**config.mk**
```make
export PLATFORM = sky130hd
export DESIGN_NAME = rx_tlp_top
export DESIGN_NICKNAME = d
export VERILOG_FILES = /design/src/hw/tlp_cfg_pkg.sv /design/src/hw/tlp_types_pkg.sv /design/src/hw/stream_buffer.sv /design/src/hw/rx_tlp_splitter.sv /design/src/hw/rx_tlp_aligner.sv /design/src/hw/rx_stats_regs.sv /design/src/hw/rx_tlp_top.sv
export SDC_FILE = /design/constraint.sdc
export NUM_CORES = 1
export LEC_CHECK = 0
export BUFFER_PORTS_ARGS = -buffer_cell sky130_fd_sc_hd__buf_2
export CAP_MARGIN = 30
export CORE_ASPECT_RATIO = 1.5
export CORE_UTILIZATION = 54
export DETAILED_ROUTE_END_ITERATION = 10
export HOLD_SLACK_MARGIN = 0.08
export PLACE_DENSITY_LB_ADDON = 0.3
export SLEW_MARGIN = 20
export SYNTH_ARGS = -nofsm -noshare
export SYNTH_HDL_FRONTEND = slang
export SYNTH_SLANG_ARGS = --single-unit
export TNS_END_PERCENT = 1
```
**constraint.sdc**
```tcl
create_clock -name clk -period 14.7 [get_ports clk]
set_clock_uncertainty 0.2 [all_clocks]
set_input_delay 0 -clock clk [delete_from_list [all_inputs] [get_ports clk]]
set_output_delay 0 -clock clk [all_outputs]
set_load 0.01 [all_outputs]
```
**src/hw/tlp_cfg_pkg.sv**
```systemverilog
/*
 * Configuration constants for the TLP receive path.
 * Holds bus and header widths, counter width and the register map.
 */
package tlp_cfg_pkg;

    // Full data bus width of one beat
    localparam int TDATA_WIDTH = 128;

    // An inband header always fills exactly one half of a beat
    localparam int HDR_WIDTH = 64;
    localparam int HALF_WIDTH = TDATA_WIDTH / 2;

    // Statistics counters saturate at the top of this width
    localparam int CNT_WIDTH = 16;

    // ==========================================================
    // Register map
    // ==========================================================
    localparam int REG_ADDR_WIDTH = 2;

    localparam logic [REG_ADDR_WIDTH-1:0] REG_HDR_COUNT = 2'd0;
    localparam logic [REG_ADDR_WIDTH-1:0] REG_DATA_COUNT = 2'd1;
    localparam logic [REG_ADDR_WIDTH-1:0] REG_ERR_COUNT = 2'd2;

endpackage

```
**src/hw/tlp_types_pkg.sv**
```systemverilog
/*
 * Types for the TLP receive path.
 * Opcode and framing state enums plus the packed structs carried
 * on the input, header and data streams.
 */
package tlp_types_pkg;

    // Format/type byte of the TLP header
    typedef enum logic [7:0] {
        OP_MRD  = 8'h00,
        OP_MWR  = 8'h40,
        OP_CPL  = 8'h0A,
        OP_CPLD = 8'h4A
    } tlp_opcode_e;

    // Framing tracker state, which says whether the next beat opens a packet
    typedef enum logic {
        EXPECT_SOP = 1'b0,
        IN_PACKET  = 1'b1
    } frame_state_e;

    // Inband header, 64 bits, opcode in the top byte
    typedef struct packed {
        tlp_opcode_e  opcode;
        logic [9:0]   length_dw;
        logic [7:0]   tag;
        logic [15:0]  requester_id;
        logic [21:0]  addr_lo;
    } tlp_hdr_t;

    // One beat on the incoming TLP stream
    typedef struct packed {
        logic [tlp_cfg_pkg::TDATA_WIDTH-1:0] data;
        logic                                sop;
        logic                                last;
        logic                                dm_mode;
    } rx_beat_t;

    // One entry on the header stream, with the PU/DM mode flag alongside
    typedef struct packed {
        tlp_hdr_t hdr;
        logic     dm_mode;
    } hdr_beat_t;

    // One realigned beat on the data stream
    typedef struct packed {
        logic [tlp_cfg_pkg::TDATA_WIDTH-1:0] data;
        logic                                last;
    } data_beat_t;

endpackage

```
**src/hw/stream_buffer.sv**
```systemverilog
/*
 * Valid/ready buffer stage with one cycle of latency.
 * SKID = 1 gives a two-entry skid buffer with a registered ready,
 * SKID = 0 gives a single pipeline register.
 */
module stream_buffer #(
    parameter bit  SKID = 1'b1,
    parameter type T    = logic
) (
    input  logic clk,
    input  logic reset_n,
    input  logic in_valid,
    output logic in_ready,
    input  T     in_data,
    output logic out_valid,
    input  logic out_ready,
    output T     out_data
);

    generate
        if (SKID)
        begin : g_skid
            // Ready is a flop, so a beat that arrives while the output
            // stalls has to park in the second entry
            logic in_ready_q;
            T     skid_data;
            logic load_out_from_in;
            logic load_out_from_skid;
            logic load_skid;

            assign in_ready = in_ready_q;

            assign load_out_from_in = in_ready_q && in_valid && (!out_valid || out_ready);
            assign load_skid = in_ready_q && in_valid && out_valid && !out_ready;
            // While ready is low the output entry always holds a beat
            assign load_out_from_skid = !in_ready_q && out_ready;

            always_ff @(posedge clk)
            begin
                if (reset_n)
                begin
                    out_valid <= 1'b0;
                    in_ready_q <= 1'b1;
                end
                else if (in_ready_q)
                begin
                    if (!out_valid || out_ready)
                        out_valid <= in_valid;
                    else if (in_valid)
                        in_ready_q <= 1'b0;
                end
                else if (out_ready)
                begin
                    // Skid entry drains into the output, so reopen the input
                    in_ready_q <= 1'b1;
                end
            end

            always_ff @(posedge clk)
            begin
                if (load_out_from_in)
                    out_data <= in_data;
                else if (load_out_from_skid)
                    out_data <= skid_data;

                if (load_skid)
                    skid_data <= in_data;
            end
        end
        else
        begin : g_reg
            // Plain register, ready passes straight back when the slot frees up
            assign in_ready = !out_valid || out_ready;

            always_ff @(posedge clk)
            begin
                if (reset_n)
                    out_valid <= 1'b0;
                else if (in_ready)
                    out_valid <= in_valid;
            end

            always_ff @(posedge clk)
            begin
                if (in_ready && in_valid)
                    out_data <= in_data;
            end
        end
    endgenerate

    // A stalled output must present the same beat until it is taken
    a_out_stable: assert property (@(posedge clk) disable iff (reset_n)
        out_valid && !out_ready |=> $stable(out_data));

endmodule

```
**src/hw/rx_tlp_splitter.sv**
```systemverilog
/*
 * Splits the inband header off each TLP and realigns the payload
 * to the full bus width. Tracks the packet boundary and flags beats
 * whose SOP does not match it.
 */
module rx_tlp_splitter (
    input  logic                    clk,
    input  logic                    reset_n,
    input  logic                    in_valid,
    output logic                    in_ready,
    input  tlp_types_pkg::rx_beat_t in_beat,
    output logic                    hdr_valid,
    input  logic                    hdr_ready,
    output tlp_types_pkg::hdr_beat_t hdr_beat,
    output logic                    data_valid,
    input  logic                    data_ready,
    output tlp_types_pkg::data_beat_t data_beat,
    output logic                    hdr_event,
    output logic                    data_event,
    output logic                    frame_error
);

    import tlp_cfg_pkg::*;
    import tlp_types_pkg::*;

    logic                  process_msg;
    logic                  is_short;
    logic                  is_pure_data;
    logic [HALF_WIDTH-1:0] prev_high;
    frame_state_e          frame_state;

    // ==========================================================
    // Flow control
    // ==========================================================

    // Both outputs must have room, since one input beat may feed both
    assign in_ready = hdr_ready && data_ready;
    assign process_msg = in_valid && in_ready;

    // SOP and last together means the payload fits in the header beat
    assign is_short = in_beat.sop && in_beat.last;
    assign is_pure_data = !in_beat.sop;

    // ==========================================================
    // Header and data outputs
    // ==========================================================

    // The header sits in the low half of the SOP beat
    assign hdr_valid = process_msg && in_beat.sop;
    assign hdr_beat.hdr = tlp_hdr_t'(in_beat.data[HDR_WIDTH-1:0]);
    assign hdr_beat.dm_mode = in_beat.dm_mode;

    // Zero-length packets still push one data beat, keeping the consumer simple
    assign data_valid = process_msg && (is_pure_data || is_short);

    always_comb
    begin
        data_beat.last = in_beat.last;
        if (is_short)
        begin
            // Payload moves down into the low half, upper half is empty
            data_beat.data = {{HALF_WIDTH{1'b0}}, in_beat.data[HALF_WIDTH +: HALF_WIDTH]};
        end
        else
        begin
            // Low half from the previous beat, high half from this one
            data_beat.data = {in_beat.data[0 +: HALF_WIDTH], prev_high};
        end
    end

    // Only the upper half of a beat is ever carried forward
    always_ff @(posedge clk)
    begin
        if (process_msg)
            prev_high <= in_beat.data[HALF_WIDTH +: HALF_WIDTH];
    end

    // ==========================================================
    // Framing check
    // ==========================================================

    // A beat with last closes the packet, anything else keeps it open
    always_ff @(posedge clk)
    begin
        if (reset_n)
            frame_state <= EXPECT_SOP;
        else if (process_msg)
            frame_state <= in_beat.last ? EXPECT_SOP : IN_PACKET;
    end

    // Mismatched beats are still handled by their own SOP flag
    assign frame_error = process_msg && (in_beat.sop != (frame_state == EXPECT_SOP));

    // Outputs only fire together with a transfer, so they double as event pulses
    assign hdr_event = hdr_valid;
    assign data_event = data_valid;

endmodule

```
**src/hw/rx_tlp_aligner.sv**
```systemverilog
/*
 * TLP receive aligner. Wraps the header/data splitter with an entry
 * skid buffer, a header exit skid buffer and a data exit register.
 */
module rx_tlp_aligner (
    input  logic                      clk,
    input  logic                      reset_n,
    input  logic                      in_valid,
    output logic                      in_ready,
    input  tlp_types_pkg::rx_beat_t   in_beat,
    output logic                      hdr_valid,
    input  logic                      hdr_ready,
    output tlp_types_pkg::hdr_beat_t  hdr_beat,
    output logic                      data_valid,
    input  logic                      data_ready,
    output tlp_types_pkg::data_beat_t data_beat,
    output logic                      hdr_event,
    output logic                      data_event,
    output logic                      frame_error
);

    import tlp_types_pkg::*;

    // Entry buffer to splitter
    logic       skid_valid;
    logic       skid_ready;
    rx_beat_t   skid_beat;

    // Splitter to exit buffers
    logic       split_hdr_valid;
    logic       split_hdr_ready;
    hdr_beat_t  split_hdr_beat;
    logic       split_data_valid;
    logic       split_data_ready;
    data_beat_t split_data_beat;

    // ==========================================================
    // Entry skid buffer breaks the ready path back to the source
    // ==========================================================
    stream_buffer #(.SKID(1'b1), .T(rx_beat_t)) entry_skid (
        .clk       (clk),
        .reset_n   (reset_n),
        .in_valid  (in_valid),
        .in_ready  (in_ready),
        .in_data   (in_beat),
        .out_valid (skid_valid),
        .out_ready (skid_ready),
        .out_data  (skid_beat)
    );

    rx_tlp_splitter splitter0 (
        .clk         (clk),
        .reset_n     (reset_n),
        .in_valid    (skid_valid),
        .in_ready    (skid_ready),
        .in_beat     (skid_beat),
        .hdr_valid   (split_hdr_valid),
        .hdr_ready   (split_hdr_ready),
        .hdr_beat    (split_hdr_beat),
        .data_valid  (split_data_valid),
        .data_ready  (split_data_ready),
        .data_beat   (split_data_beat),
        .hdr_event   (hdr_event),
        .data_event  (data_event),
        .frame_error (frame_error)
    );

    // ==========================================================
    // Exit buffers
    // ==========================================================

    // Headers can run ahead of their payload, so this one needs two entries
    // or a consumer waiting on data would deadlock
    stream_buffer #(.SKID(1'b1), .T(hdr_beat_t)) exit_hdr_skid (
        .clk       (clk),
        .reset_n   (reset_n),
        .in_valid  (split_hdr_valid),
        .in_ready  (split_hdr_ready),
        .in_data   (split_hdr_beat),
        .out_valid (hdr_valid),
        .out_ready (hdr_ready),
        .out_data  (hdr_beat)
    );

    // Data side only needs a single register, which is cheaper
    stream_buffer #(.SKID(1'b0), .T(data_beat_t)) exit_data_reg (
        .clk       (clk),
        .reset_n   (reset_n),
        .in_valid  (split_data_valid),
        .in_ready  (split_data_ready),
        .in_data   (split_data_beat),
        .out_valid (data_valid),
        .out_ready (data_ready),
        .out_data  (data_beat)
    );

endmodule

```
**src/hw/rx_stats_regs.sv**
```systemverilog
/*
 * Receive statistics registers. Saturating counters for headers,
 * data beats and framing errors, read and cleared by software.
 */
module rx_stats_regs (
    input  logic                                  clk,
    input  logic                                  reset_n,
    input  logic                                  hdr_event,
    input  logic                                  data_event,
    input  logic                                  frame_error,
    input  logic                                  reg_rd,
    input  logic                                  reg_clr,
    input  logic [tlp_cfg_pkg::REG_ADDR_WIDTH-1:0] reg_addr,
    output logic [tlp_cfg_pkg::CNT_WIDTH-1:0]      reg_rdata,
    output logic                                  reg_rdata_valid
);

    import tlp_cfg_pkg::*;

    // Counter index follows the register address
    logic [CNT_WIDTH-1:0] cnt [3];
    logic [2:0]           events;

    assign events = {frame_error, data_event, hdr_event};

    // Clear takes priority, otherwise count up and stick at all ones
    always_ff @(posedge clk)
    begin
        for (int i = 0; i < 3; i++)
        begin
            if (reset_n || reg_clr)
                cnt[i] <= '0;
            else if (events[i] && (cnt[i] != '1))
                cnt[i] <= cnt[i] + 1'b1;
        end
    end

    always_ff @(posedge clk)
    begin
        if (reset_n)
            reg_rdata_valid <= 1'b0;
        else
            reg_rdata_valid <= reg_rd;
    end

    // Read data, held until the next read. Address 3 is unmapped
    always_ff @(posedge clk)
    begin
        if (reg_rd)
        begin
            case (reg_addr)
                REG_HDR_COUNT:  reg_rdata <= cnt[0];
                REG_DATA_COUNT: reg_rdata <= cnt[1];
                REG_ERR_COUNT:  reg_rdata <= cnt[2];
                default:        reg_rdata <= '0;
            endcase
        end
    end

    // Software never reads and clears in the same cycle
    a_rd_clr_exclusive: assert property (@(posedge clk) disable iff (reset_n)
        !(reg_rd && reg_clr));

endmodule

```
**src/hw/rx_tlp_top.sv**
```systemverilog
/*
 * Top of the TLP receive path. Joins the aligner to the
 * statistics register block.
 */
module rx_tlp_top (
    input  logic                                  clk,
    input  logic                                  reset_n,
    input  logic                                  in_valid,
    output logic                                  in_ready,
    input  tlp_types_pkg::rx_beat_t               in_beat,
    output logic                                  hdr_valid,
    input  logic                                  hdr_ready,
    output tlp_types_pkg::hdr_beat_t              hdr_beat,
    output logic                                  data_valid,
    input  logic                                  data_ready,
    output tlp_types_pkg::data_beat_t             data_beat,
    input  logic                                  reg_rd,
    input  logic                                  reg_clr,
    input  logic [tlp_cfg_pkg::REG_ADDR_WIDTH-1:0] reg_addr,
    output logic [tlp_cfg_pkg::CNT_WIDTH-1:0]      reg_rdata,
    output logic                                  reg_rdata_valid
);

    // Event pulses from the splitter into the counters
    logic hdr_event;
    logic data_event;
    logic frame_error;

    rx_tlp_aligner aligner0 (
        .clk         (clk),
        .reset_n     (reset_n),
        .in_valid    (in_valid),
        .in_ready    (in_ready),
        .in_beat     (in_beat),
        .hdr_valid   (hdr_valid),
        .hdr_ready   (hdr_ready),
        .hdr_beat    (hdr_beat),
        .data_valid  (data_valid),
        .data_ready  (data_ready),
        .data_beat   (data_beat),
        .hdr_event   (hdr_event),
        .data_event  (data_event),
        .frame_error (frame_error)
    );

    rx_stats_regs stats0 (
        .clk             (clk),
        .reset_n         (reset_n),
        .hdr_event       (hdr_event),
        .data_event      (data_event),
        .frame_error     (frame_error),
        .reg_rd          (reg_rd),
        .reg_clr         (reg_clr),
        .reg_addr        (reg_addr),
        .reg_rdata       (reg_rdata),
        .reg_rdata_valid (reg_rdata_valid)
    );

endmodule

```
==> flow_summary.ini <==
[critical_path]
slowest_delay_ps = 770
crit_path_start = aligner0.exit_data_reg.out_valid
path_cells = nand2b_1 > nand2_1 > nand2_1 > nor2_4 > buf_4 > buf_4
reg2reg_from = aligner0.exit_data_reg.out_valid
reg2reg_depth = 6
worstPathRequired_ps = 14720
crit_slowest_cell = buf_4
rrSetupSlack_ps = 11190
crit_fanout = 56
end_kind = flop
worst_ep_arrival_time_ps = 3530
path_class = reg2reg
start_kind = flop

[grt]
grt_pass1_wl_mm = 82.5
track_usage = 0.233
antenna_found_initial = 4
grt_max_degree = 71
grt_pass1_vias = 14600
grt.overflow.total = 0

[synthesis]
synth-async-reset-ratio = 0
synthDistinctLibCells = 40
synthFlopType = edfxtp_1
syn-num-nets = 1443
synth_seq_cells = 656
ys_seq_area_frac = 0.791
synth_edf_count = 649
ys_warn_count = 0
syn_area_um2 = 24800
synth_area_per_cell_um2 = 19.1
syn_inst = 1300

[sta]
setup_viol = 0
tightest_slew_ps = 1030
whs_ps = 98.3
max_slew_margin = 0.314
post-route-min-period_ps = 3510
period_share = 0.239
setup_tns_ps = 0
rsz0062_at_grt = false
fmax_mhz = 285
slew_violations = 0
finalHoldViolCount = 0

[routing]
num_vias = 13900
dr.pass1.iters = 5
route.detailed.drc = 0
drt_wl_total_mm = 54.4
ant_nets = 0
drt_iter0_drc = 946
wl_per_cell_um = 20.9
via_per_inst = 5.34

[floorplan]
dieArea_um2 = 46800
dieWidth_um = 177
start_util = 0.551
core_area_um2 = 45000
fp-row-count = 95
pin_count = 354
fp.dieH_um = 265

[finish]
drive_above_1_share = 0.365
final_common_cell = edfxtp_1
area_delta_synth_final_pct = 29.8
seqCellArea_um2 = 19600
postLayoutCoreUtil = 0.715
multi_input_area_um2 = 5010
nFillCells = 2751
fin_nets = 2121
final_cell_area_um2 = 32200
final_cell_mix = edfxtp_1, buf_2, dlygate4sd3_1

[hold_path]
worstHoldStart = in_beat[57]
hold_depth = 3
hold_class = in2reg

[power_and_ir_drop]
p_per_area_nw_per_um2 = 123
vdd_drop_max_mv = 0.112
p_leak_nw = 11.6

[placement]
hpwl_mm = 31.1
numPortBuffers = 353
post_dp_cell_area_um2 = 27400
gp_congestion = 0.789

[run_status]
status = completed

[clock_network]
htreeDepth = 2
clk_latency_ps = 590
cts_buffer_depth = 3
cts_setup_buffers = 0
cts_tree = built
path_clk_slew_ps = 70
cts_resized = 0
clock-root-buffer = clkbuf_16
numCtsBuffers = 58
cts.sinks = 656

[run]
max_cap_viol_count = 0
[routing by layer]
metal,global-route usage,vias up,wire length [µm]
met4,0.0904,6,1930
met1,0.275,6880,20100
met5,0,-,32
met3,0.0551,121,4130
met2,0.406,541,28300
li1,-,6362,-
[logic make-up after synthesis]
group / share of synthesized area
buffers and inverters: 0.0102
AND/OR/NAND/NOR: 0.0490
XOR/XNOR: 0.0145
multiplexers: 0.125
AO/OA/AOI/OAI: 0.00873
flip-flops: 0.791
adder cells (fa/ha/maj): 0.00151
[worst max-delay path, delay by kind of cell, from the launching register on]
kind	cells	cell delay, ps
flip-flops	1	360
buffers and inverters	2	1480
AND/OR/NAND/NOR	4	990
[path summary, 6_finish.rpt]
check | endpoint
worst max-delay path | aligner0.entry_skid.g_skid.skid_data[39]
worst min-delay path | aligner0.entry_skid.out_data[57]
worst max register to register | aligner0.entry_skid.g_skid.skid_data[39]
worst min register to register | aligner0.splitter0.prev_high[50]
[where the power goes]
part	total [mW]	leakage, nW	internal, mW	switching, mW
sequential	2.17	6.20	2.14	0.0361
combinational	0.271	4.46	0.141	0.130
clock	1.50	0.900	0.821	0.678
total	3.94	11.6	3.10	0.844
[registers in the layout, summed over array words and instances (netlist names)]
name	count
aligner0.entry_skid.g_skid.skid_data	131
aligner0.entry_skid.out_data	131
aligner0.exit_data_reg.out_data	129
aligner0.exit_hdr_skid.g_skid.skid_data	65
aligner0.exit_hdr_skid.out_data	65
aligner0.splitter0.prev_high	64
stats0.cnt	48
stats0.reg_rdata	16
aligner0.entry_skid.in_ready	1
aligner0.entry_skid.out_valid	1
aligner0.exit_data_reg.out_valid	1
aligner0.exit_hdr_skid.in_ready	1
aligner0.exit_hdr_skid.out_valid	1
aligner0.splitter0.frame_state	1
stats0.reg_rdata_valid	1
[timing repair]
item / 4_1_cts / 5_1_grt
endpoints found under the setup margin: 0 / 0
hold endpoints to repair: 420 / 0
hold buffers: 291 / 0
[through the flow]
step | total power [mW] | instances | worst slack, ps
global route | 4.05 | 2606 | 10980
detailed placement | 2.42 | 2205 | 11120
finish | 3.94 | 2606 | 11190
CTS | 3.95 | 2601 | 10930
global placement | 2.40 | 2201 | 11250
floorplan | 2.33 | 1300 | 2940
[layout make-up]
cell class | count | share of cell area
Tap cell | 582 | 0.0226
Inverter | 9 | 0.00105
Clock inverter | 40 | 0.0106
Clock buffer | 65 | 0.0466
Timing Repair Buffer | 666 | 0.154
Sequential cell | 656 | 0.610
Antenna cell | 1 | 0.0000777
Multi-Input combinational cell | 587 | 0.156
[cell usage after synthesis (all sizes together), types with 3 or more instances]
library cell / n / area share
ha: 3 / 0.0015
mux2: 260 / 0.12
nand2: 41 / 0.0062
nor3: 9 / 0.0018
nor2: 59 / 0.0090
xor2: 21 / 0.0074
nand3: 18 / 0.0040
inv: 9 / 0.0014
buf: 21 / 0.0047
dfxtp: 7 / 0.0056
a21oi: 4 / 0.00081
clkbuf: 27 / 0.0041
and4: 5 / 0.0018
nand4: 16 / 0.0043
xnor2: 20 / 0.0071
and2: 68 / 0.017
nor4: 7 / 0.0018
mux2i: 17 / 0.0069
edfxtp: 649 / 0.79
nor2b: 4 / 0.0010
o21ai: 19 / 0.0038
Note: power is estimated with default switching activity, not from simulation.
